[config.mk]
export PLATFORM = sky130hd
export DESIGN_NAME = result_writer
export DESIGN_NICKNAME = d
export VERILOG_FILES = /design/src/common/npu_defs.svh /design/src/common/npu_pkg.sv /design/src/hw/result_writer.sv
export SDC_FILE = /design/constraint.sdc
export NUM_CORES = 1
export LEC_CHECK = 0
export ABC_CLOCK_PERIOD_IN_PS = 7110
export BUFFER_PORTS_ARGS = -buffer_cell sky130_fd_sc_hd__buf_2
export CORE_UTILIZATION = 39
export CTS_BUF_LIST = sky130_fd_sc_hd__clkbuf_4 sky130_fd_sc_hd__clkbuf_8
export CTS_CLUSTER_DIAMETER = 50
export DETAILED_ROUTE_END_ITERATION = 8
export HOLD_SLACK_MARGIN = 0.15
export MAX_ROUTING_LAYER = met4
export PLACE_DENSITY = 0.57
export SLEW_MARGIN = 20
export SYNTH_ARGS = -nofsm -noshare
export SYNTH_HDL_FRONTEND = slang
export SYNTH_SLANG_ARGS = --single-unit
[constraint.sdc]
create_clock -name i_clk -period 7.11 [get_ports i_clk]
set_input_delay 0.3555 -clock i_clk [delete_from_list [all_inputs] [get_ports i_clk]]
set_output_delay 0.3555 -clock i_clk [all_outputs]
set_load 0.01 [all_outputs]
[src/common/npu_defs.svh]
`ifndef NPU_DEFS_SVH
`define NPU_DEFS_SVH

// Memory depths
`define NPU_BUF_DEPTH   256
`define NPU_INST_DEPTH  64

// Instruction word fields with bits 63:56 unused
`define NPU_F_OPCODE    3:0
`define NPU_F_SHIFT     7:4
`define NPU_F_LEN       15:8
`define NPU_F_DSTART    23:16
`define NPU_F_WSTART    31:24
`define NPU_F_DEST      39:32
`define NPU_F_BIAS      55:40

// APB address map
`define NPU_ADDR_CTRL   12'h000
`define NPU_ADDR_STATUS 12'h004
`define NPU_INST_BASE   3'b010     // paddr[11:9]
`define NPU_DATA_BASE   2'b10      // paddr[11:10]
`define NPU_WGT_BASE    2'b11      // paddr[11:10]
`define NPU_INST_IDX    8:3
`define NPU_INST_HI     2          // Upper half of the 64-bit word
`define NPU_BUF_IDX     9:2

`endif

[src/common/npu_pkg.sv]
package npu_pkg;

    // Arithmetic widths
    typedef logic signed [7:0]  elem_t;
    typedef logic signed [15:0] bias_t;
    typedef logic signed [23:0] acc_t;     // 255 full-scale products plus bias still fit
    typedef logic [3:0]         shift_t;

    // Buffer and program addressing
    typedef logic [7:0]  buf_addr_t;
    typedef logic [7:0]  len_t;
    typedef logic [5:0]  pc_t;
    typedef logic [63:0] inst_t;

    // APB side
    typedef logic [11:0] apb_addr_t;
    typedef logic [31:0] apb_data_t;

    typedef enum logic [3:0] {
        OP_DOT      = 4'h1,
        OP_DOT_RELU = 4'h2,
        OP_HALT     = 4'hF
    } opcode_e;

    typedef enum logic [2:0] {
        IDLE,
        FETCH,
        DECODE,
        ISSUE,
        WAIT_EXEC,
        STOP
    } dec_state_e;

endpackage

[src/hw/result_writer.sv]
`timescale 1ns/1ps

module result_writer (
    input  logic               i_clk,
    input  logic               i_rst_n,
    input  logic               i_issue,
    input  npu_pkg::bias_t     i_bias,
    input  npu_pkg::shift_t    i_shift,
    input  logic               i_relu,
    input  npu_pkg::buf_addr_t i_dest,
    input  logic               i_acc_valid,
    input  npu_pkg::acc_t      i_acc,
    output logic               o_wr_en,
    output npu_pkg::buf_addr_t o_wr_addr,
    output npu_pkg::elem_t     o_wr_data
);

    npu_pkg::bias_t     bias_r;
    npu_pkg::shift_t    shift_r;
    logic               relu_r;
    npu_pkg::buf_addr_t dest_r;
    npu_pkg::acc_t      biased;
    npu_pkg::acc_t      shifted;
    npu_pkg::acc_t      activated;
    npu_pkg::elem_t     clamped;

    // Controls of the instruction in flight
    always_ff @(posedge i_clk) begin
        if (i_issue) begin
            bias_r  <= i_bias;
            shift_r <= i_shift;
            relu_r  <= i_relu;
            dest_r  <= i_dest;
        end
    end

    assign biased    = i_acc + npu_pkg::acc_t'(bias_r);
    assign shifted   = biased >>> shift_r;
    assign activated = (relu_r && shifted < 0) ? '0 : shifted;

    // Saturate to the signed byte range
    always_comb begin
        if (activated > npu_pkg::acc_t'(127)) begin
            clamped = 8'sd127;
        end else if (activated < npu_pkg::acc_t'(-128)) begin
            clamped = -8'sd128;
        end else begin
            clamped = activated[7:0];
        end
    end

    always_ff @(posedge i_clk or negedge i_rst_n) begin
        if (!i_rst_n) begin
            o_wr_en <= 1'b0;
        end else begin
            o_wr_en <= i_acc_valid;
        end
    end

    always_ff @(posedge i_clk) begin
        if (i_acc_valid) begin
            o_wr_addr <= dest_r;
            o_wr_data <= clamped;
        end
    end

endmodule

==> reports/metrics.cfg <==
[run_status]
status=complete, but fails checks
violations=DRC

[global_routing]
track_usage=0.223
grt_max_degree=30
grt_overflow=0
grt_pass1_wl_mm=21.5
antenna_found_initial=0
first_global_vias=4236

[setup_path]
worst_setup_path_end_kind=flip-flop
crit_fanout=7
cp_data_required_time_ns=7.26
crit_type=reg -> reg
startpoint_type=flip-flop
cp.arrival_ns=4.79

[timing]
tightestPinTransition_ns=0.970
relSlewSlack=0.353
slew_violations=0
setup_viol=0
setup_slack_ns=2.47
fmax_mhz=216
hold_viol=0
finalSetupTns_ns=0
rsz0062_at_grt=no
period_share=0.652
finClkSkew_ns=0.0160
post-route-min-period_ns=4.64

[routing]
via_count=4538
postRouteWirelength_mm=13.4
post_drt_wl_per_cell_um=18.8
avgViaCountPerCell=6.36
ant_nets=0
drt_iter0_markers=417
drc_errors=2
dr.pass1.iters=8

[clock_network]
cts.htree.levels=2
numCtsBuffers=5
clock_sinks=46
cts_tree=built
clk_pin_slew_ns=0.11
cts_max_path_buffers=2
ctsResizeCount=0
post-cts-setup-buffers=0
root_buffer=clkbuf_8
worstSkewPairLatency_ns=0.32

[die]
die-area_um2=12500
core_um2=11600
fp.dieH_um=112
chipWidth_um=112
initial_core_util=0.405
num_rows=39
ios=74

[finish]
area_delta_synth_final_pct=9.37
num_antenna_cells=0
finalInstanceArea_um2=5120
multiInputGateArea_um2=3010
drive_gt1_frac=0.196
fin_nets=651
area.sequential_um2=1380
nFillCells=1118

[synth]
synth_seq_cells=46
synthArstFlopShare=0.0217
ys_seq_area_frac=0.294
synth_edf_count=45
synth_cells=519
synth_area_um2=4680
synth_area_per_cell_um2=9.03
ys_warn_count=0
syn_nets=600
ys.flop_type=edfxtp_1
synth_cell_types=83

[worst_hold_path]
hold_path_class=in -> reg

[power]
finalPower_mw=1.08
leakage_nw=1.93
powerDensity_nw_per_um2=212
vdd_ir_drop_max_uv=118

[placed_design]
routabilityCongestion=0.918
placed_cell_area_um2=5000
dp_hpwl_mm=10.5
post-place-ws_ns=2.48
numPortBuffers=73

[job]
drv_cap=0

report_power, final:
part	total, mW	switching [mW]	leakage [nW]	internal, mW
Combinational	0.534	0.327	1.42	0.207
Clock	0.208	0.100	0.0563	0.107
Sequential	0.343	0.0148	0.449	0.328
Total	1.08	0.442	1.93	0.642
final cells by class:
class                           instances  area share
Clock inverter                          3     0.00952
Inverter                               14      0.0103
Tap cell                              143      0.0349
Clock buffer                            5      0.0134
Sequential cell                        46       0.269
Timing Repair Buffer                   76      0.0762
Multi-Input combinational cell        427       0.587
cells by family after synthesis:
family,share of synthesized area
compound gates,0.311
simple gates,0.184
fa+ha+maj,0.0678
flops,0.294
mux,0.0451
buf+inv,0.0641
xor+xnor,0.0339
stage by stage:
stage / util / cells / hold WS [ns]
detailed placement: 0.432 / 705 / 0.131
finish: 0.443 / 714 / 0.198
floorplan: - / 519 / 0.0599
global route: 0.443 / 714 / 0.191
global placement: 0.432 / 705 / 0.130
CTS: 0.443 / 714 / 0.192
routing by layer:
metal	global-route usage	share of wire
met4	0.0856	0.028
met5	-	0
met3	0.0240	0.061
met1	0.307	0.47
met2	0.337	0.45
placed cells by master, fill, tap and decap left out, types with 5 or more instances in the layout:
master and instances:
clkbuf_8 5, a2111o_1 6, nand4_1 14, buf_2 73, a31oi_1 12, o22ai_1 5
a21o_1 6, o21a_1 9, nand2_1 51, a211oi_1 15, nand3_1 9, nand2b_1 6
o311ai_0 6, edfxtp_1 45, and2_1 11, ha_1 23, nor2_1 41, o211ai_1 14
inv_1 13, nor4_1 10, a21oi_1 38, o21ai_0 28, xnor2_1 9, nor3_1 13
mux2i_1 5, mux4_2 5, xor2_1 6
registers in the layout, indices dropped and copies added (netlist names):
name       flops
bias_r        16
dest_r         8
o_wr_addr      8
o_wr_data      8
shift_r        4
o_wr_en        1
relu_r         1
cell usage after synthesis (all sizes together) (10+ instances only):
| cell | n | area share |
|---|---|---|
| nand2 | 51 | 0.041 |
| edfxtp | 45 | 0.29 |
| nor2 | 42 | 0.034 |
| a21oi | 38 | 0.041 |
| o21ai | 32 | 0.034 |
| ha | 23 | 0.061 |
| clkbuf | 17 | 0.025 |
| a211oi | 15 | 0.024 |
| buf | 15 | 0.028 |
| nand4 | 14 | 0.019 |
| o211ai | 14 | 0.022 |
| a31oi | 13 | 0.019 |
| inv | 13 | 0.010 |
| nor3 | 13 | 0.014 |
| and2 | 11 | 0.015 |
| nor4 | 10 | 0.013 |
| xnor2 | 10 | 0.023 |
what timing repair did:
action,in CTS,in global routing
hold endpoints to repair,1,0
endpoints found under the setup margin,0,0
hold buffers,1,0
worst paths after layout:
path / from / endpoint / slack [ns] / depth (start not counted)
max: bias_r[0] / o_wr_data[6] / 2.47 / 13
min: i_bias[15] / bias_r[15] / 0.20 / 1
max reg2reg: bias_r[0] / o_wr_data[6] / 2.47 / 13
min reg2reg: dest_r[5] / o_wr_addr[5] / 0.43 / 0
max in group asynchronous: i_rst_n / o_wr_en / 6.67 / 2
min in group asynchronous: i_rst_n / o_wr_en / 0.36 / 2
critical path: stages (launching register included):
cell and delay [ns]:
edfxtp_1 0.37, ha_1 0.23, fa_1 0.42, a21o_2 0.23, a221o_2 0.38, a211oi_1 0.52, o21ai_0 0.25, xor2_1 0.46
nor2_1 0.16, o41a_1 0.46, a2111o_1 0.35, a2111oi_4 0.22, a31oi_2 0.22, a31oi_1 0.21
No activity file was read; power rests on OpenSTA's default activity.
