==> src/common/npu_defs.svh <==
`ifndef NPU_DEFS_SVH
`define NPU_DEFS_SVH

// Memory depths
`define NPU_BUF_DEPTH   256
`define NPU_INST_DEPTH  64

// Instruction word fields with bits 63:56 unused
`define NPU_F_OPCODE    3:0
`define NPU_F_SHIFT     7:4
`define NPU_F_LEN       15:8
`define NPU_F_DSTART    23:16
`define NPU_F_WSTART    31:24
`define NPU_F_DEST      39:32
`define NPU_F_BIAS      55:40

// APB address map
`define NPU_ADDR_CTRL   12'h000
`define NPU_ADDR_STATUS 12'h004
`define NPU_INST_BASE   3'b010     // paddr[11:9]
`define NPU_DATA_BASE   2'b10      // paddr[11:10]
`define NPU_WGT_BASE    2'b11      // paddr[11:10]
`define NPU_INST_IDX    8:3
`define NPU_INST_HI     2          // Upper half of the 64-bit word
`define NPU_BUF_IDX     9:2

`endif

==> src/common/npu_pkg.sv <==
package npu_pkg;

    // Arithmetic widths
    typedef logic signed [7:0]  elem_t;
    typedef logic signed [15:0] bias_t;
    typedef logic signed [23:0] acc_t;     // 255 full-scale products plus bias still fit
    typedef logic [3:0]         shift_t;

    // Buffer and program addressing
    typedef logic [7:0]  buf_addr_t;
    typedef logic [7:0]  len_t;
    typedef logic [5:0]  pc_t;
    typedef logic [63:0] inst_t;

    // APB side
    typedef logic [11:0] apb_addr_t;
    typedef logic [31:0] apb_data_t;

    typedef enum logic [3:0] {
        OP_DOT      = 4'h1,
        OP_DOT_RELU = 4'h2,
        OP_HALT     = 4'hF
    } opcode_e;

    typedef enum logic [2:0] {
        IDLE,
        FETCH,
        DECODE,
        ISSUE,
        WAIT_EXEC,
        STOP
    } dec_state_e;

endpackage

==> src/hw/dot_execute.sv <==
`timescale 1ns/1ps

module dot_execute (
    input  logic               i_clk,
    input  logic               i_rst_n,
    input  logic               i_issue,
    input  npu_pkg::len_t      i_len,
    input  npu_pkg::buf_addr_t i_data_start,
    input  npu_pkg::buf_addr_t i_wgt_start,
    input  npu_pkg::elem_t     i_data_elem,
    input  npu_pkg::elem_t     i_wgt_elem,
    output logic               o_buf_rd_en,
    output npu_pkg::buf_addr_t o_data_raddr,
    output npu_pkg::buf_addr_t o_wgt_raddr,
    output logic               o_acc_valid,
    output npu_pkg::acc_t      o_acc
);

    logic          run_r;
    npu_pkg::len_t cnt_r;
    logic          pair_vld_r;     // Elements on the read ports this cycle
    logic          pair_last_r;
    npu_pkg::acc_t prod;

    ////////////////////////////////////////////////////////////
    // Read stage
    ////////////////////////////////////////////////////////////

    always_ff @(posedge i_clk or negedge i_rst_n) begin
        if (!i_rst_n) begin
            run_r <= 1'b0;
            cnt_r <= '0;
        end else if (i_issue) begin
            run_r <= (i_len != '0);
            cnt_r <= i_len;
        end else if (run_r) begin
            run_r <= (cnt_r != 8'd1);
            cnt_r <= cnt_r - 1'b1;
        end
    end

    always_ff @(posedge i_clk) begin
        if (i_issue) begin
            o_data_raddr <= i_data_start;
            o_wgt_raddr  <= i_wgt_start;
        end else if (run_r) begin
            o_data_raddr <= o_data_raddr + 1'b1;   // Wraps at 256
            o_wgt_raddr  <= o_wgt_raddr + 1'b1;
        end
    end

    assign o_buf_rd_en = run_r;

    ////////////////////////////////////////////////////////////
    // Multiply-accumulate stage
    ////////////////////////////////////////////////////////////

    assign prod = npu_pkg::acc_t'(i_data_elem) * npu_pkg::acc_t'(i_wgt_elem);

    always_ff @(posedge i_clk or negedge i_rst_n) begin
        if (!i_rst_n) begin
            pair_vld_r  <= 1'b0;
            pair_last_r <= 1'b0;
            o_acc_valid <= 1'b0;
        end else begin
            pair_vld_r  <= run_r;
            pair_last_r <= run_r && (cnt_r == 8'd1);
            o_acc_valid <= pair_last_r || (i_issue && i_len == '0);  // Empty sum right away
        end
    end

    always_ff @(posedge i_clk) begin
        if (i_issue) begin
            o_acc <= '0;
        end else if (pair_vld_r) begin
            o_acc <= o_acc + prod;
        end
    end

endmodule

==> config.mk <==
export PLATFORM = sky130hd
export DESIGN_NAME = dot_execute
export DESIGN_NICKNAME = d
export VERILOG_FILES = /design/src/common/npu_defs.svh /design/src/common/npu_pkg.sv /design/src/hw/dot_execute.sv
export SDC_FILE = /design/constraint.sdc
export NUM_CORES = 1
export LEC_CHECK = 0
export ABC_AREA = 1
export ABC_CLOCK_PERIOD_IN_PS = 5600
export BUFFER_PORTS_ARGS = -buffer_cell sky130_fd_sc_hd__buf_2
export CAP_MARGIN = 10
export CELL_PAD_IN_SITES_DETAIL_PLACEMENT = 1
export CELL_PAD_IN_SITES_GLOBAL_PLACEMENT = 2
export CORE_ASPECT_RATIO = 1.1
export CORE_MARGIN = 4
export CORE_UTILIZATION = 36
export CTS_BUF_LIST = sky130_fd_sc_hd__clkbuf_2 sky130_fd_sc_hd__clkbuf_4 sky130_fd_sc_hd__clkbuf_8
export DETAILED_ROUTE_END_ITERATION = 10
export PLACE_DENSITY_LB_ADDON = 0.1
export SLEW_MARGIN = 20
export SYNTH_ARGS = -nofsm -noshare
export SYNTH_HDL_FRONTEND = slang
export SYNTH_SLANG_ARGS = --single-unit
==> constraint.sdc <==
create_clock -name i_clk -period 5.6 [get_ports i_clk]
set_input_delay 0 -clock i_clk [delete_from_list [all_inputs] [get_ports i_clk]]
set_output_delay 0 -clock i_clk [all_outputs]
set_load 0.01 [all_outputs]
==> summary.txt <==
Final layout
  • Most frequent cells in the layout: 210 x inv_1, 199 x nand2_1, 104 x fa_1, 84 x buf_2, 75 x nor2_1
  • Nets: 1189
  • Layout area overhead: 13.94%
  • Fillcell total: 2406
  • Final instance area: 7985 um2
  • Commonest non-fill, non-tap cell in the layout: inv_1
  • Final Non-Filler Cells: 1232
  • Layout cell share with drive strength beyond 1: 11.47%
  • N_diodes: 0

CTS
  • CTS root buf: clkbuf_8
  • Clock Latency Late Sink: 330 ps
  • Post_cts resized: 0
  • TritonCTS clock tree: built
  • H-tree Lvls: 2
  • Cts hold-fix bufs: 24
  • Total setup buffers inserted after CTS: 0
  • Total CTS buffers: 5
  • Max clock buf depth: 2
  • Clock transition at the registers of the reported paths: 110 ps
  • CTS Sinks: 52

Floorplanning
  • Initial Utilization: 36.69%
  • Total core area: 19100 um2
  • Site Rows: 53
  • Die width: 141.0 um
  • Die ar.: 21770 um2
  • Ports: 85
  • Die Y: 154.3 um

Synthesis
  • Main synth FF type: dfxtp_1
  • Synth area leader: fa_1
  • Count of state elements after synthesis: 52
  • Synth async-reset ratio: 23.08%
  • Seq/Total Area, Yosys: 18.00%
  • Share of the synthesized area in the top cell type: 29.71%
  • Syn Nets: 1098
  • Synth unique cells: 38
  • Cells after Synth: 893
  • Area of the mapped netlist: 7008 um2
  • Post-Syn Area per Cell: 7.848 um2
  • Synth top area cells: fa_1 30%, inv_1 11%, nand2_1 11%, ha_1 10%, dfxtp_1 6.9%
  • Number of enable flip-flop cells after synthesis: 16
  • Yosys warning count: 0

Drt
  • Vias/cell: 4.637
  • WL/cell: 15.23 um
  • Detailed Routing Iterations Pass 1: 4
  • Final WL: 18760 um
  • Number of routed nets with antenna violations: 0
  • Via count: 5713
  • DRT iter0 DRCs: 148
  • # DRC: 0

Placement
  • Area after DPL: 7655 um2
  • Detailed placement HPWL: 15830 um
  • RePlAce Congestion: 0.7957
  • Cell count after placement: 1200
  • Port bufs: 84

Hold path
  • Hold path cells: 3
  • Hold WC Path Type: input pin to flip-flop

STA
  • Setup TNS: 0 ps
  • Worst slew pin tran: 1010 ps
  • Slew Limit Fails: 0
  • Hold slack: 24.89 ps
  • Period utilization: 85.08%
  • Crit path time final: 4764 ps
  • Final Hold Viols: 0
  • RSZ-0062 raised after global routing: false
  • Final Setup Violations: 0
  • Slew headroom: 32.60%
  • Maximum clock rate: 0.2099 GHz
  • Setup Skew: 19.26 ps

GRT
  • Tot GR Track Use: 18.36%
  • First-pass GRT wire length: 32220 um
  • Largest net degree at the start of global routing: 59
  • Total grt overflow: 0
  • Initial antenna violation count: 0
  • Vias in the first global route: 6242

Run
  • Max-cap violations: 0

Critical path
  • Critical Path Sink Type: flip-flop
  • Critical path class: input pin to flip-flop
  • CP required: 5830 ps
  • Cells on worst reg2reg path: 21
  • Most used cell, CP: inv_1
  • Cell Chain, Critical Path: buf_2 -> nand2_1 -> inv_1 -> fa_1 -> fa_1 -> inv_1 -> fa_1 -> inv_1 -> fa_1 -> ha_1 -> ha_1 -> nand2_1 -> nor2_1 -> inv_1 -> nor2_2 -> nand3_1 -> nand4_1 -> nand3_1 -> nand2_1 -> inv_1
  • CP max stage delay: 740 ps
  • Type of origin of the critical path: input pin
  • Slowest CP cell: inv_1
  • Crit-path max FO: 16
  • WP data arrival: 4990 ps

Run status
  • Status: finished, final reports clean
metrics by stage:
step	setup slack [ps]	utilization (%)
floorplan	1073	-
global placement	504.7	40.08
detailed placement	434.8	40.08
CTS	775.2	41.81
global route	402.4	41.81
finish	835.7	41.81
cells by family after synthesis:
| kind of cell | count (synthesis) | share of synthesized area, % |
|---|---|---|
| simple gates | 339 | 20.05 |
| flops | 52 | 18.00 |
| compound gates | 79 | 6.356 |
| buf+inv | 240 | 12.91 |
| fa+ha+maj | 162 | 40.06 |
| xor+xnor | 21 | 2.624 |
synthesized netlist by cell type, drive strengths merged (2+ instances only):
cell,instances
o21bai,2
clkinv,2
or2,2
dfxtp,24
xnor2,5
nand2,204
nor4,2
o221ai,3
a21o,2
nand3,37
ha,58
xor2,16
dfrtp,12
o21ai,36
nor3,4
o211ai,5
nand4,9
a31oi,2
clkbuf,21
buf,6
fa,104
a21oi,26
o31ai,2
edfxtp,16
inv,211
nor2,80
area by class of cell:
type	count	area, um2	area share, %
Timing Repair Buffer	111	683.2	8.555
Clock inverter	2	13.76	0.1724
Multi-Input combinational cell	601	4842	60.64
Sequential cell	52	1261	15.79
Tap cell	247	309.0	3.870
Clock buffer	6	76.32	0.9558
Inverter	213	799.5	10.01
flip-flops by register name (all words and copies together), names as in the netlist:
| name | count |
|---|---|
| o_acc_valid | 1 |
| o_wgt_raddr | 8 |
| pair_vld_r | 1 |
| o_data_raddr | 8 |
| o_buf_rd_en | 1 |
| o_acc | 24 |
| cnt_r | 8 |
| pair_last_r | 1 |
path summary, 6_finish.rpt:
| check | to | startpoint | slack [ps] |
|---|---|---|---|
| worst max-delay path | o_acc[21] | i_wgt_elem[0] | 840 |
| worst min-delay path | cnt_r[6] | i_len[6] | 20 |
| worst max register to register | o_acc[18] | o_acc[4] | 1090 |
| worst min register to register | pair_vld_r | o_buf_rd_en | 450 |
| max in group asynchronous | o_buf_rd_en | i_rst_n | 5280 |
| min in group asynchronous | cnt_r[1] | i_rst_n | 70 |
critical path: cells and delay by family:
family,cells,cell delay (ps)
fa+ha+maj,6,2800
buf+inv,6,1130
simple gates,8,1020
routing by layer:
metal | track usage [%] | wire length, um | vias to the layer above
met3 | 1.701 | 361 | 8
met2 | 33.90 | 9927 | 54
li1 | - | - | 2864
met5 | 0 | 0 | -
met1 | 23.60 | 8284 | 2787
met4 | 3.184 | 190 | 0
Power is not shown: default switching activity piles up to over one toggle a cycle in this logic, so the estimate is an artifact.
