[src/common/npu_defs.svh]
`ifndef NPU_DEFS_SVH
`define NPU_DEFS_SVH

// Memory depths
`define NPU_BUF_DEPTH   256
`define NPU_INST_DEPTH  64

// Instruction word fields with bits 63:56 unused
`define NPU_F_OPCODE    3:0
`define NPU_F_SHIFT     7:4
`define NPU_F_LEN       15:8
`define NPU_F_DSTART    23:16
`define NPU_F_WSTART    31:24
`define NPU_F_DEST      39:32
`define NPU_F_BIAS      55:40

// APB address map
`define NPU_ADDR_CTRL   12'h000
`define NPU_ADDR_STATUS 12'h004
`define NPU_INST_BASE   3'b010     // paddr[11:9]
`define NPU_DATA_BASE   2'b10      // paddr[11:10]
`define NPU_WGT_BASE    2'b11      // paddr[11:10]
`define NPU_INST_IDX    8:3
`define NPU_INST_HI     2          // Upper half of the 64-bit word
`define NPU_BUF_IDX     9:2

`endif

[src/common/npu_pkg.sv]
package npu_pkg;

    // Arithmetic widths
    typedef logic signed [7:0]  elem_t;
    typedef logic signed [15:0] bias_t;
    typedef logic signed [23:0] acc_t;     // 255 full-scale products plus bias still fit
    typedef logic [3:0]         shift_t;

    // Buffer and program addressing
    typedef logic [7:0]  buf_addr_t;
    typedef logic [7:0]  len_t;
    typedef logic [5:0]  pc_t;
    typedef logic [63:0] inst_t;

    // APB side
    typedef logic [11:0] apb_addr_t;
    typedef logic [31:0] apb_data_t;

    typedef enum logic [3:0] {
        OP_DOT      = 4'h1,
        OP_DOT_RELU = 4'h2,
        OP_HALT     = 4'hF
    } opcode_e;

    typedef enum logic [2:0] {
        IDLE,
        FETCH,
        DECODE,
        ISSUE,
        WAIT_EXEC,
        STOP
    } dec_state_e;

endpackage

[src/hw/inst_decode.sv]
`timescale 1ns/1ps
`include "npu_defs.svh"

module inst_decode (
    input  logic               i_clk,
    input  logic               i_rst_n,
    input  logic               i_start,
    input  npu_pkg::inst_t     i_inst,
    input  logic               i_acc_valid,
    output logic               o_inst_rd_en,
    output npu_pkg::pc_t       o_inst_addr,
    output logic               o_issue,
    output npu_pkg::len_t      o_len,
    output npu_pkg::buf_addr_t o_data_start,
    output npu_pkg::buf_addr_t o_wgt_start,
    output npu_pkg::bias_t     o_bias,
    output npu_pkg::shift_t    o_shift,
    output logic               o_relu,
    output npu_pkg::buf_addr_t o_dest,
    output logic               o_busy,
    output logic               o_done,
    output logic               o_error
);

    npu_pkg::dec_state_e state_r;
    npu_pkg::dec_state_e state_nxt;
    npu_pkg::pc_t        pc_r;
    npu_pkg::opcode_e    opcode;
    logic                op_dot;
    logic                op_halt;

    assign opcode  = npu_pkg::opcode_e'(i_inst[`NPU_F_OPCODE]);
    assign op_dot  = (opcode == npu_pkg::OP_DOT) || (opcode == npu_pkg::OP_DOT_RELU);
    assign op_halt = (opcode == npu_pkg::OP_HALT);

    always_comb begin
        state_nxt = state_r;
        case (state_r)
            npu_pkg::IDLE,
            npu_pkg::STOP: begin
                if (i_start) begin
                    state_nxt = npu_pkg::FETCH;
                end
            end
            npu_pkg::FETCH:  state_nxt = npu_pkg::DECODE;
            npu_pkg::DECODE: state_nxt = op_dot ? npu_pkg::ISSUE : npu_pkg::STOP;
            npu_pkg::ISSUE:  state_nxt = npu_pkg::WAIT_EXEC;
            npu_pkg::WAIT_EXEC: begin
                if (i_acc_valid) begin
                    state_nxt = npu_pkg::FETCH;   // Result write lands during this fetch
                end
            end
            default: state_nxt = npu_pkg::IDLE;
        endcase
    end

    always_ff @(posedge i_clk or negedge i_rst_n) begin
        if (!i_rst_n) begin
            state_r <= npu_pkg::IDLE;
            pc_r    <= '0;
        end else begin
            state_r <= state_nxt;
            if (i_start) begin
                pc_r <= '0;
            end else if (state_r == npu_pkg::WAIT_EXEC && i_acc_valid) begin
                pc_r <= pc_r + 1'b1;    // Wraps at 64
            end
        end
    end

    // Field split of the fetched word
    always_ff @(posedge i_clk) begin
        if (state_r == npu_pkg::DECODE) begin
            o_len        <= i_inst[`NPU_F_LEN];
            o_data_start <= i_inst[`NPU_F_DSTART];
            o_wgt_start  <= i_inst[`NPU_F_WSTART];
            o_dest       <= i_inst[`NPU_F_DEST];
            o_bias       <= i_inst[`NPU_F_BIAS];
            o_shift      <= i_inst[`NPU_F_SHIFT];
            o_relu       <= (opcode == npu_pkg::OP_DOT_RELU);
        end
    end

    assign o_inst_rd_en = (state_r == npu_pkg::FETCH);
    assign o_inst_addr  = pc_r;
    assign o_issue      = (state_r == npu_pkg::ISSUE);
    assign o_busy       = (state_r != npu_pkg::IDLE) && (state_r != npu_pkg::STOP);
    assign o_done       = (state_r == npu_pkg::DECODE) && op_halt;
    assign o_error      = (state_r == npu_pkg::DECODE) && !op_dot && !op_halt;

endmodule

[config.mk]
export PLATFORM = sky130hd
export DESIGN_NAME = inst_decode
export DESIGN_NICKNAME = d
export VERILOG_FILES = /design/src/common/npu_pkg.sv /design/src/hw/inst_decode.sv
export VERILOG_INCLUDE_DIRS = /design/src /design/src/common
export SDC_FILE = /design/constraint.sdc
export NUM_CORES = 1
export LEC_CHECK = 0
export ABC_AREA = 1
export BUFFER_PORTS_ARGS = -buffer_cell sky130_fd_sc_hd__buf_2
export CORE_MARGIN = 1
export CORE_UTILIZATION = 30
export DETAILED_ROUTE_END_ITERATION = 7
export MAX_ROUTING_LAYER = met4
export PLACE_DENSITY_LB_ADDON = 0.12
export SYNTH_ARGS = -nofsm -noshare
export SYNTH_HDL_FRONTEND = slang
export SYNTH_SLANG_ARGS = --single-unit
[constraint.sdc]
create_clock -name i_clk -period 2.1 [get_ports i_clk]
set_clock_uncertainty 0.05 [all_clocks]
set_input_delay 0.105 -clock i_clk [delete_from_list [all_inputs] [get_ports i_clk]]
set_output_delay 0.105 -clock i_clk [all_outputs]
set_load 0.02 [all_outputs]
==> results of run 1 <==
-- area by class of cell --
class                           count  area share (%)
Sequential cell                    62           49.69
Timing Repair Buffer              177           31.90
Multi-Input combinational cell     60           8.282
Tap cell                           96           3.285
Inverter                           10           1.027
Clock inverter                      7           2.430
Clock buffer                        9           3.388
-- cell usage after synthesis --
cell / count
a21oi_1: 1
and3_1: 1
buf_6: 1
dfrtp_1: 9
edfxtp_1: 53
ha_1: 1
inv_1: 4
inv_2: 6
nand2_1: 20
nand2_2: 2
nand3_1: 8
nand4_1: 8
nor2_1: 5
nor2_2: 3
nor3_1: 1
o21ai_0: 2
o21ai_1: 4
o21bai_1: 1
o22ai_1: 1
or2_2: 1
xor2_1: 1
-- worst max path at each step --
| stage | cells past startpoint | end | slack (ns) | startpoint |
|---|---|---|---|---|
| detailed placement | 4 | o_bias[13] | 0.60 | state_r[2] |
| global route | 5 | o_error | 0.35 | state_r[2] |
| global placement | 4 | o_bias[13] | 0.61 | state_r[2] |
| finish | 5 | o_error | 0.46 | state_r[2] |
| floorplan | 5 | o_error | 0.28 | state_r[2] |
| CTS | 5 | o_error | 0.44 | state_r[2] |
-- metrics by stage --
stage | std cells | util (%) | hold WS, ns | power, mW | worst slack, ns
after floorplan | 133 | - | -0.2406 | 2.282 | 0.2848
after global placement | 352 | 42.40 | -0.06749 | 2.612 | 0.6071
after detailed placement | 352 | 42.40 | -0.07619 | 2.615 | 0.5967
after CTS | 421 | 53.22 | 0.01895 | 3.817 | 0.4399
after global routing | 421 | 53.22 | 0.03365 | 3.968 | 0.3493
final | 421 | 53.22 | 0.04261 | 3.768 | 0.4620
-- metal layers --
| metal | vias to the layer above | part of all wire (%) | global-route usage, % |
|---|---|---|---|
| met1 | 787 | 40 | 13.72 |
| met4 | 0 | 1.7 | 5.909 |
| met5 | - | 0 | - |
| met3 | 8 | 7.8 | 5.498 |
| met2 | 78 | 51 | 23.91 |
| li1 | 860 | - | - |
-- registers in the layout (all words and copies together) (netlist names) --
register and flops:
o_dest 8, o_len 8, o_data_start 8, o_relu 1
o_inst_addr 6, o_bias 16, state_r 3, o_shift 4
o_wgt_start 8
-- logic make-up (layout without fill, tap and decap cells) --
| family | Yosys count | count (layout) | synth area share (%) |
|---|---|---|---|
| xor+xnor | 1 | 1 | 0.4040 |
| compound gates | 9 | 9 | 2.251 |
| buf+inv | 11 | 203 | 2.250 |
| flops | 62 | 62 | 83.79 |
| simple gates | 49 | 49 | 10.73 |
| fa+ha+maj | 1 | 1 | 0.5769 |
-- critical path, stage by stage, from the launching register on --
cell     delay (ns)
dfrtp_1        0.49
nor2_2         0.17
nand2_1        0.11
inv_2          0.09
and3_1         0.14
buf_2          0.16
-- power by group through the flow --
stage               logic (mW)  registers [mW]  clock network (mW)
detailed placement       0.883            1.73                   0
global route              1.03            1.73                1.21
CTS                      0.965            1.71                1.14
floorplan                0.313            1.97                   0
global placement         0.885            1.73                   0
finish                   0.953            1.71                1.10
-- layout by cell type (no fill, tap or decap), types with 2 or more instances in the layout --
cell type,synthesis,final
nand2_1,20,20
o21ai_0,2,2
inv_2,6,6
nand2_2,2,2
nor2_1,5,5
nor2_2,3,3
nand3_1,8,8
bufinv_16,0,2
edfxtp_1,53,53
dfrtp_1,9,9
nand4_1,8,8
buf_2,0,123
dlygate4sd3_1,0,53
clkbuf_8,0,9
o21ai_1,4,4
inv_1,4,4
clkinv_1,0,2
-- what timing repair did --
action | 4_1_cts | 5_1_grt
buffers inserted | 0 | 0
gates resized for setup | 0 | 0
hold buffers | 53 | 0
endpoints found under the hold margin | 61 | 0
==> run summary, run 1 <==
The clock latency reported for the late side of the worst-skew pair is 0.32 ns. The number of fill cells came out at 613. The net switching power of the design came out at 1.157 mW.

The number of vias per cell after detailed routing is 4.116. The synthesis warning total came out at 0. The sequential group share of total power is 45.4%. The number of global-route vias before repair came out at 1716. The combined area of the multi-input logic cells is 302.8 um^2. The detail route stage leaves a number of antenna-violating nets equal to 0. The register clock-pin slew on the reported worst setup and hold paths is 0.06 ns. The total core area came out at 6869 um^2. The initial antenna violation count came to 0. The area of the die is 7572 um^2. The last weighted congestion value of the routability-driven placer came out at 0.7759. The worst setup path is captured at an output pin. The worst min-delay path endpoint is o_relu. The maximum buffer depth of the clock tree is 2. Detailed routing inserted a total of 1733 vias. The number of iterations in the first detailed-routing pass is 4. The synthesis-to-layout area growth came out at 68.61%. The count of cells along the worst hold path is 2. For this run, design rule violations remaining after detail routing come to 0. The total number of clock tree sinks came out at 62.

The number of different library cells used by synthesis comes to 21. The switching share of total power is 30.70%. The startpoint kind of the worst setup timing path is a flip-flop. The synthesized netlist cell count came out at 133.

The final-report setup violation count is 0. The total inserted antenna cells came out at 0. Data on the critical path arrives at its endpoint at 1.48 ns.

In the post-synthesis netlist, the biggest area contributors are edfxtp_1 (73%), dfrtp_1 (10%), nand2_1 (3.5%). Setup repair after global routing left no endpoint under its margin. The sequential fraction of the synthesis area is 83.79%. The largest total area in the synthesized netlist belongs to edfxtp_1.

The leakage power is 1.596 nW. The average instance area after synthesis came out at 16.30 um^2. The minimum setup slack among reg-to-reg paths is 0.58 ns.

The cell area power density is 1030 nW/um^2. The achievable clock frequency is 610.5 MHz. The run finished with clean final reports. The post-synthesis register bit count came out at 62. The overall track demand over capacity in global routing came out at 13.80%.

The vertical extent of the die is 87.02 um. Wires add up to 5086 um. The share of cells above drive strength 1 came out at 46.15%. After synthesis the cells add up to 2168 um^2. The finished cells cover 3656 um^2.

The depth of the worst register-to-register path came out at 4. Measured against its own limit, the worst slew margin works out to 78.02%. The internal power of the cells is 2.611 mW. The share of the clock period used by the worst path came out at 78.00%. The worst register-to-register path begins at state_r[2]. Pin placement for this block handled 132 I/O pins. The class of the most critical hold timing path is in2reg.

The total of max-cap violations came out at 0. The area of placed instances is 2913 um^2. The first global-routing pass estimated 7465 um of wire. Entering global routing, the biggest net connects 54 pins. The largest fanout on the critical path came out at 10. The largest vdd supply drop is 0.6020 mV. Row generation in the floorplan step produced 30 rows.

For the pin with the worst max-slew slack, the measured transition is 0.3297 ns. The type of the worst setup path is reg2out. The placed wire-length estimate after detailed placement came out at 3221 um.

The net count reported at finish came out at 389. The number of nets handed over by synthesis was 202. Summing all flip-flop and latch instances after layout gives 1817 um^2. The average detailed-routed wire length per instance came out at 12.08 um. The part of the total power dissipated in combinational logic is 25.3%. The floorplan die width came out at 87.02 um. TritonCTS built the clock tree.

In this run the clock root is driven by a clkbuf_8. In this run the most critical hold path is launched from i_inst[0]. The final number of max-transition violations is 0. The number of hold-slack violations in the final timing report was 0. The number of buffers inserted by port buffering is 123. For this configuration, the core starts out at a cell density of 31.57%. Adding up every negative setup slack in the final design gives 0 ns. The worst path in the final design needs a cycle of 1.638 ns, including I/O delays and setup.

The number of clock buffers inserted by TritonCTS came out at 9. STA puts the critical path data required time at 1.95 ns. In this run the number of H-tree levels came out at 3. The synthesized design devotes to its leading area cell type 73.40% of total area. In this run, the number of DRC markers left after iteration 0 of detailed routing was 68. The leftover overflow at the end of global routing is 0.

The clock network is responsible for 29.3% of the overall power. In this run the critical register-to-register path is captured at o_wgt_start[7].
Power figures use the tool's default switching activity.
==> inputs of run 2 (changes only) <==
--- a/config.mk
+++ b/config.mk
@@ -6,7 +6,7 @@
 export SDC_FILE = /design/constraint.sdc
 export NUM_CORES = 1
 export LEC_CHECK = 0
-export ABC_AREA = 1
+export ABC_AREA = 0
 export BUFFER_PORTS_ARGS = -buffer_cell sky130_fd_sc_hd__buf_2
 export CORE_MARGIN = 1
 export CORE_UTILIZATION = 30
==> constraint.sdc (replaced) <==
create_clock -name i_clk -period 1.6 [get_ports i_clk]
set_clock_uncertainty 0.05 [all_clocks]
set_input_delay 0.08 -clock i_clk [delete_from_list [all_inputs] [get_ports i_clk]]
set_output_delay 0.08 -clock i_clk [all_outputs]
set_load 0.02 [all_outputs]
==> run 2 against run 1 <==
  * The flow now finishes with violations (setup timing)
  * Global-route usage is 0.86 points higher
  * Core utilization is 2.1 points higher
  * Count of clock-buffer cells in the layout stayed put
  * Die area is 1.4% lower
  * Synthesized area is 1.4% lower
  * Sequential power is 29% higher
  * Critical path depth stayed put
  * Sequential share of layout area is 1.6 points lower
  * Critical path type is now reg2reg
  * Largest cell class unchanged
==> run summary, run 2 <==
The clock latency reported for the late side of the worst-skew pair is 0.33 ns. The effective utilization at floorplan came out at 31.28%. In the routed layout, each cell is associated on average with a via count of 4.187. The netlist uses 26 different library cells. The basic-gate share of the synthesized area counting and, or, nand and nor cells is 8.431%. In this run the static leakage power is 1.595 nW. The sequential fraction of the synthesis area came out at 85.01%. For this design, the slowest cell found on the critical path is or3_4. The clock group share of total power came out at 29.0%. The final non-filler cell total is 411. At the pin with the least slew margin, the transition time is 0.4890 ns. The sequential group share of total power came out at 42.2%. The worst setup path is launched from a flip-flop.

The antenna violation net count after detailed routing came out at 0. The number of synthesized flops with an enable pin came out at 53. The flip-flop count of the largest register, all copies and words added is 16. The achievable clock frequency is 620.5 MHz. The library cell used most frequently in the layout, excluding fill and tap cells, is buf_2.

During placement, the flow inserted port buffers numbering 123. The number of clock buffers inserted by TritonCTS came out at 9. The worst endpoint data arrival time came out at 1.60 ns.

For this run, the slowest stage of the critical path takes 0.41 ns. The register ranked first by flip-flop count is o_bias. The first-pass GRT wire length came out at 7783 um. Global routing consumed, on the met2 layer, 25.40% of the routing resources.

The commonest cells after synthesis are edfxtp_1 (53), dfrtp_1 (9), nor2_1 (7). VDD sags by at most 0.7558 mV. The vertical extent of the die came out at 86.40 um. The overall routed net length came out at 5333 um. The largest net degree at the start of global routing is 25. The leftover overflow at the end of global routing came out at 0. The area of the die is 7465 um^2. The last weighted congestion value of the routability-driven placer came out at 0.7331.

Subtracting the final worst setup slack from the clock period gives 1.612 ns. The total number of clock tree sinks is 62. The critical path goes through inv_2, or3_4, buf_6, clkinvlp_4, buf_12. The total of max-cap violations is 0. The overall track demand over capacity in global routing came out at 14.67%. The synthesized design contains 62 register bits. Global routing used 14.80% of the available met1 tracks. In this run the standard cell core region covers 6832 um^2.

The least setup slack across all paths after layout came out at -0.01157 ns. The internal power of the cells came out at 3.638 mW. The tightest slew margin relative to the limit came out at 66.94%. The floorplan step set the die width to 86.40 um. Yosys printed 0 warnings.

For this run, the post-layout net count is 379. The final-report setup violation count is 21. Once placement completed, the tool counted placed cells totaling 338. The synthesis-to-layout area growth came out at 76.76%. The cell type with the highest aggregate area in the netlist is edfxtp_1. The share of synthesized area in the top cell type comes to 74.47%. The met3 routing resource usage after global routing is 4.095%.

The critical path is of the reg2reg type. The total number of H-tree levels came out at 3. The synthesized netlist cell count is 113. The share of the clock period used by the worst path is 100.7%. Of the total power, the share spent switching nets is 30.05%. The synthesized-area fraction occupied by adder cells is 0.5855%.

Of the total power, combinational logic draws 28.7%. The share of cells above drive strength 1 came out at 50.48%. The maximum buffer depth of the clock tree is 2. The class of the most critical hold timing path is in2reg. The flow ran to the end, but the final reports show violations. After detailed routing, the average wire length per cell comes to 12.98 um. The average instance area after synthesis is 18.91 um^2. The largest fanout on the critical path is 24. The routed layout has 1721 vias.

The initial antenna violation count was 0. Setup repair after global routing could not meet its margin everywhere. The design area is 3777 um^2. The net switching power of the design is 1.563 mW. The number of top-level design ports is 132.

The number of fill cells came out at 604. The area of placed instances is 2957 um^2. For this run, the leading register cell type out of synthesis is edfxtp_1.

The placed wire-length estimate after detailed placement is 3508 um. The cell area power density came out at 1377 nW/um^2. Multiplexer cells account for 0.5269% of the synthesized area. The floorplan has 30 rows.

The pre-antenna-repair detailed-routing pass consisted of 4 iterations. The cell with the most instances after synthesis is edfxtp_1. The synthesized netlist devotes 3.747% of its cell area to compound gates. The total inserted antenna cells came out at 0. TritonCTS built the clock tree. The number of hold-slack violations in the final timing report came out at 0. The cell at the root of the clock tree is clkbuf_8. In the post-synthesis netlist, the biggest area contributors are edfxtp_1 (74%), dfrtp_1 (11%), or3_1 (1.5%).

The number of nets handed over by synthesis was 182. The synthesized netlist devotes 0.8197% of its cell area to XOR and XNOR gates. The worst setup path is captured at a flip-flop. At the placement stage, the worst setup path has a slack of 0.06355 ns. The combinational family with the most area after synthesis is simple AND/OR/NAND/NOR gates. In this run, the number of DRC markers left after iteration 0 of detailed routing was 58. The register clock-pin slew on the reported worst setup and hold paths came out at 0.07 ns. STA puts the critical path data required time at 1.59 ns.

Counting flops with an async set or reset pin after synthesis yields a share of 14.52%. The remaining design rule violation count is 0. The highest-utilization routing layer at the global route stage is met2. The number of global-route vias before repair came out at 1696.

The final number of max-transition violations is 0. The synthesized cell area came out at 2137 um^2. The checks that failed: setup timing.

In the layout the commonest cells are buf_2 (120), dlygate4sd3_1 (54), edfxtp_1 (53), clkbuf_8 (9), dfrtp_1 (8).
==> run 2: cell count changes after synthesis, sizes merged, moves of 2 or more <==
| cell | change |
|---|---|
| xnor2 | +2 |
| nand3 | -5 |
| inv | -6 |
| nand4 | -6 |
| nand2 | -17 |
| o21ai | -4 |
| a21oi | +4 |
| or3 | +5 |
==> run 2: worst max-delay path: cells and delay by family, from the launching register on <==
kind	cells	cell delay [ns]
buffers and inverters	4	0.48
flip-flops	1	0.36
AND/OR/NAND/NOR	1	0.41
==> run 2: per-stage QoR <==
step	hold slack, ns	TNS, ns	power, mW	utilization (%)
after floorplan	-0.2656	-13.41	2.952	-
after global placement	-0.09929	0	3.504	43.28
after detailed placement	-0.1001	0	3.514	43.28
after CTS	0.01416	-0.02875	5.209	54.96
after global routing	0.03509	-1.341	5.436	55.29
final	0.03259	-0.1533	5.201	55.29
==> run 2: power groups by stage <==
| stage | registers, mW | clock network [mW] | logic [mW] |
|---|---|---|---|
| global placement | 2.23 | 0 | 1.27 |
| floorplan | 2.59 | 0 | 0.360 |
| finish | 2.20 | 1.51 | 1.49 |
| global route | 2.22 | 1.62 | 1.59 |
| detailed placement | 2.24 | 0 | 1.27 |
| CTS | 2.19 | 1.56 | 1.46 |
==> run 2: final cells by class <==
cell class / instances / area, um^2 / area share [%]
multi-input combinational: 46 / 320.3 / 8.480
clock buffer: 9 / 123.9 / 3.279
inverter: 4 / 18.77 / 0.4969
sequential: 62 / 1818 / 48.13
timing repair buffer: 187 / 1279 / 33.85
clock inverter: 7 / 97.59 / 2.584
tap: 96 / 120.1 / 3.180
==> run 2: path summary, 6_finish.rpt <==
check	startpoint	endpoint	slack, ns	cells after the start
worst max-delay path	state_r[1]	o_data_start[1]	-0.01	5
worst min-delay path	i_inst[2]	state_r[1]	0.03	3
worst max register to register	state_r[1]	o_data_start[1]	-0.01	5
worst min register to register	o_inst_addr[5]	o_inst_addr[5]	0.51	2
max in group asynchronous	i_rst_n	state_r[2]	1.22	2
min in group asynchronous	i_rst_n	o_inst_addr[0]	0.08	2
==> run 2: repair_timing <==
item | in CTS | in global routing
resized for setup | 4 | 7
gates cloned | 0 | 0
pin swaps | 2 | 1
hold buffers | 54 | 0
endpoints found under the setup margin | 2 | 56
buffers inserted | 3 | 0
endpoints found under the hold margin | 66 | 0
==> run 2: cells by family (layout without fill, tap and decap cells) <==
kind of cell,Yosys count,in the layout
DFF,62,62
adders and majority gates,1,1
muxes,1,1
xor gates and xnor gates,2,2
and+or+nand+nor,29,29
buffers and inverters,5,207
AOI/OAI and AO/OA,13,13
==> run 2: per-layer routing <==
layer  up-vias  part of all wire [%]
li1        832                     -
met1       799                    40
met2        79                    51
met3        11                   7.4
met4         0                   2.1
met5         -                     0
==> inputs of run 3 (changes only) <==
--- a/config.mk
+++ b/config.mk
@@ -8,10 +8,11 @@
 export LEC_CHECK = 0
 export ABC_AREA = 0
 export BUFFER_PORTS_ARGS = -buffer_cell sky130_fd_sc_hd__buf_2
-export CORE_MARGIN = 1
+export CELL_PAD_IN_SITES_DETAIL_PLACEMENT = 1
+export CELL_PAD_IN_SITES_GLOBAL_PLACEMENT = 1
+export CORE_MARGIN = 2
 export CORE_UTILIZATION = 30
 export DETAILED_ROUTE_END_ITERATION = 7
-export MAX_ROUTING_LAYER = met4
 export PLACE_DENSITY_LB_ADDON = 0.12
 export SYNTH_ARGS = -nofsm -noshare
 export SYNTH_HDL_FRONTEND = slang
==> run 3 against run 2 <==
  * The flow now finishes without violations
  * Worst setup slack gained 0.013 ns
  * First-iteration DRC count shrank 36%
  * Combinational power grew 3%
  * Routed wire length grew 17%
  * Sequential cell count is the same
  * Die area grew 4.7%
  * Clock power grew 8%
  * Critical path depth shrank 2
  * Core utilization grew 0.49 points
  * Largest cell class unchanged
  * Largest power group unchanged
  * Highest routed layer unchanged
==> run summary, run 3 (synthesis results as in run 2) <==
The flow ran to the end, and the final reports show no timing, DRC or antenna violations. The data required time of the worst path came out at 1.47 ns. The net count reported at finish is 381. The area of placed instances came out at 2972 um^2.

In the layout the commonest cells are buf_2 (120), dlygate4sd3_1 (54), edfxtp_1 (53), clkbuf_8 (9), buf_4 (9). In this run the core area contains 30 standard-cell rows. The effective utilization at floorplan came out at 31.28%. Before antenna repair, the detailed router went through 4 iterations. The final core utilization came out at 55.79%. The tightest slew margin relative to the limit came out at 67.57%. The die is 88.40 um wide.

The vertical extent of the die came out at 88.40 um. The average detailed-routed wire length per instance came out at 15.11 um. The tree is rooted in a clkbuf_8. The number of vias per cell after detailed routing came out at 4.230. The total number of H-tree levels came out at 3. The first global-routing pass estimated 9259 um of wire. The total inserted antenna cells is 0. The final-report setup violation count came out at 0. The number of buffers and inverters on the critical path is 1. The final critical-path required period came out at 1.598 ns. For the pin with the worst max-slew slack, the measured transition is 0.4798 ns. The detail route stage leaves a number of antenna-violating nets equal to 0.

The final number of max-transition violations came out at 0. The die covers 7815 um^2. The number of hold-slack violations in the final timing report was 0.

STA puts the critical path data arrival time at 1.47 ns. The tool flagged a number of max-cap violations equal to 0. The overall routed net length came out at 6241 um. The leftover overflow at the end of global routing is 0. After the first detailed-routing iteration, the DRC count stood at 37. The setup path with the least slack is of type reg2out.

For the worst-skew pair, the clock arrives at the later sink with an insertion delay of 0.33 ns. The placed wire-length estimate after detailed placement is 3997 um. The achievable clock frequency came out at 625.6 MHz. In this run the worst path has a maximum fanout of 4.

The total core area is 6832 um^2. The startpoint kind of the worst setup timing path is a flip-flop. The overall track demand over capacity in global routing is 16.41%. VDD sags by at most 0.6873 mV. The critical-path cell with the highest stage delay is or3_4. The worst path uses 99.90% of the clock period. The number of top-level design ports is 132.

The number of global-route vias before repair came out at 1845. The share of cells above drive strength 1 came out at 50.79%. The remaining design rule violation count is 0. The register ranked first by flip-flop count is o_bias.

The most common cell after layout, fill and taps aside is buf_2. TritonCTS built the clock tree. The flip-flop count of the largest register, all copies and words added came out at 16. The total number of clock tree sinks came out at 62. The largest net degree at the start of global routing came out at 21. Setup repair after global routing could not meet its margin everywhere. The largest single stage delay on the critical path is 0.42 ns. Walking the worst path, the cells encountered are or3_4, a211oi_2, buf_4.

The initial antenna violation count is 0. The number of fill cells is 725. The last weighted congestion value of the routability-driven placer came out at 0.7141. The type of destination of the critical path is an output pin. The largest delay contributor family on the critical path is simple AND/OR/NAND/NOR gates. The number of buffers inserted by port buffering came out at 123.

The via count of the routed design is 1747. The leakage power came out at 1.622 nW. After routing the design area is 3811 um^2.

The maximum buffer depth of the clock tree is 2. The cell area power density is 1408 nW/um^2. After clock tree synthesis, the clock-pin slew on the worst setup and hold paths is 0.07 ns. The path class of the tightest hold or removal check is in2reg. The number of clock buffers inserted by TritonCTS came out at 9. The synthesis-to-layout area growth came out at 78.34%.
## run 3: changes by cell type in the layout (fill, tap and decap cells not counted)
| cell | delta |
|---|---|
| buf_4 | +2 |
| bufinv_16 | +1 |
| clkinv_1 | +1 |
| clkinv_2 | +1 |
| clkinvlp_4 | -2 |
| inv_6 | -1 |
| or4_1 | -1 |
| or4_4 | +1 |
## run 3: layout make-up
type	count	area (um^2)	share of cell area, %
Tap cell	96	120.1	3.152
Inverter	4	18.77	0.4924
Clock buffer	9	123.9	3.250
Timing Repair Buffer	189	1294	33.95
Sequential cell	62	1818	47.70
Multi-Input combinational cell	46	324.1	8.503
Clock inverter	7	112.6	2.955
## run 3: layer usage
metal  share of wire (%)  routed length (um)  global-route usage [%]
met5                   0                   0                       0
met4                 1.4                  88                   8.264
met3                 7.3                 454                   4.757
met2                  55                3413                   30.14
met1                  37                2285                   16.91
## run 3: path summary, 6_finish.rpt
check,from,endpoint,slack [ns],cells after the start
hold reg to reg,o_inst_addr[5],o_inst_addr[5],0.53,2
min in group asynchronous,i_rst_n,o_inst_addr[4],0.08,2
setup reg to reg,state_r[2],o_len[5],0.07,3
setup / recovery,state_r[2],o_error,0.002,3
hold / removal,i_inst[2],state_r[1],0.04,3
max in group asynchronous,i_rst_n,state_r[2],1.20,2
## run 3: worst reg2reg max path, cell delays in order, from the launching register on
cell and delay [ns]:
dfrtp_2 0.40, or3_4 0.42, clkinvlp_4 0.18, buf_12 0.18
## run 3: stage by stage
step           setup TNS (ns)  setup slack, ns  hold slack, ns  instances  total power, mW
6_report                    0         0.001594         0.04381        413            5.366
5_1_grt              -0.07355         -0.05949         0.04439        413            5.621
4_1_cts              -0.03674         -0.03674         0.02397        413            5.354
2_1_floorplan          -13.41          -0.2530         -0.2656        113            2.952
3_3_place_gp                0          0.05822        -0.09550        340            3.526
3_5_place_dp                0          0.01645        -0.09397        340            3.549
## run 3: report_power, final
group,leakage (nW),total (mW),internal (mW),switching (mW)
Clock,0.121,1.63,1.03,0.603
Sequential,0.607,2.21,2.12,0.0832
Combinational,0.895,1.53,0.650,0.881
## run 3: what timing repair did
action,CTS,global route
hold buffers,54,0
gates resized for setup,4,8
setup endpoints to repair,2,56
hold endpoints to repair,66,0
setup buffers,3,0
pin swaps,2,4
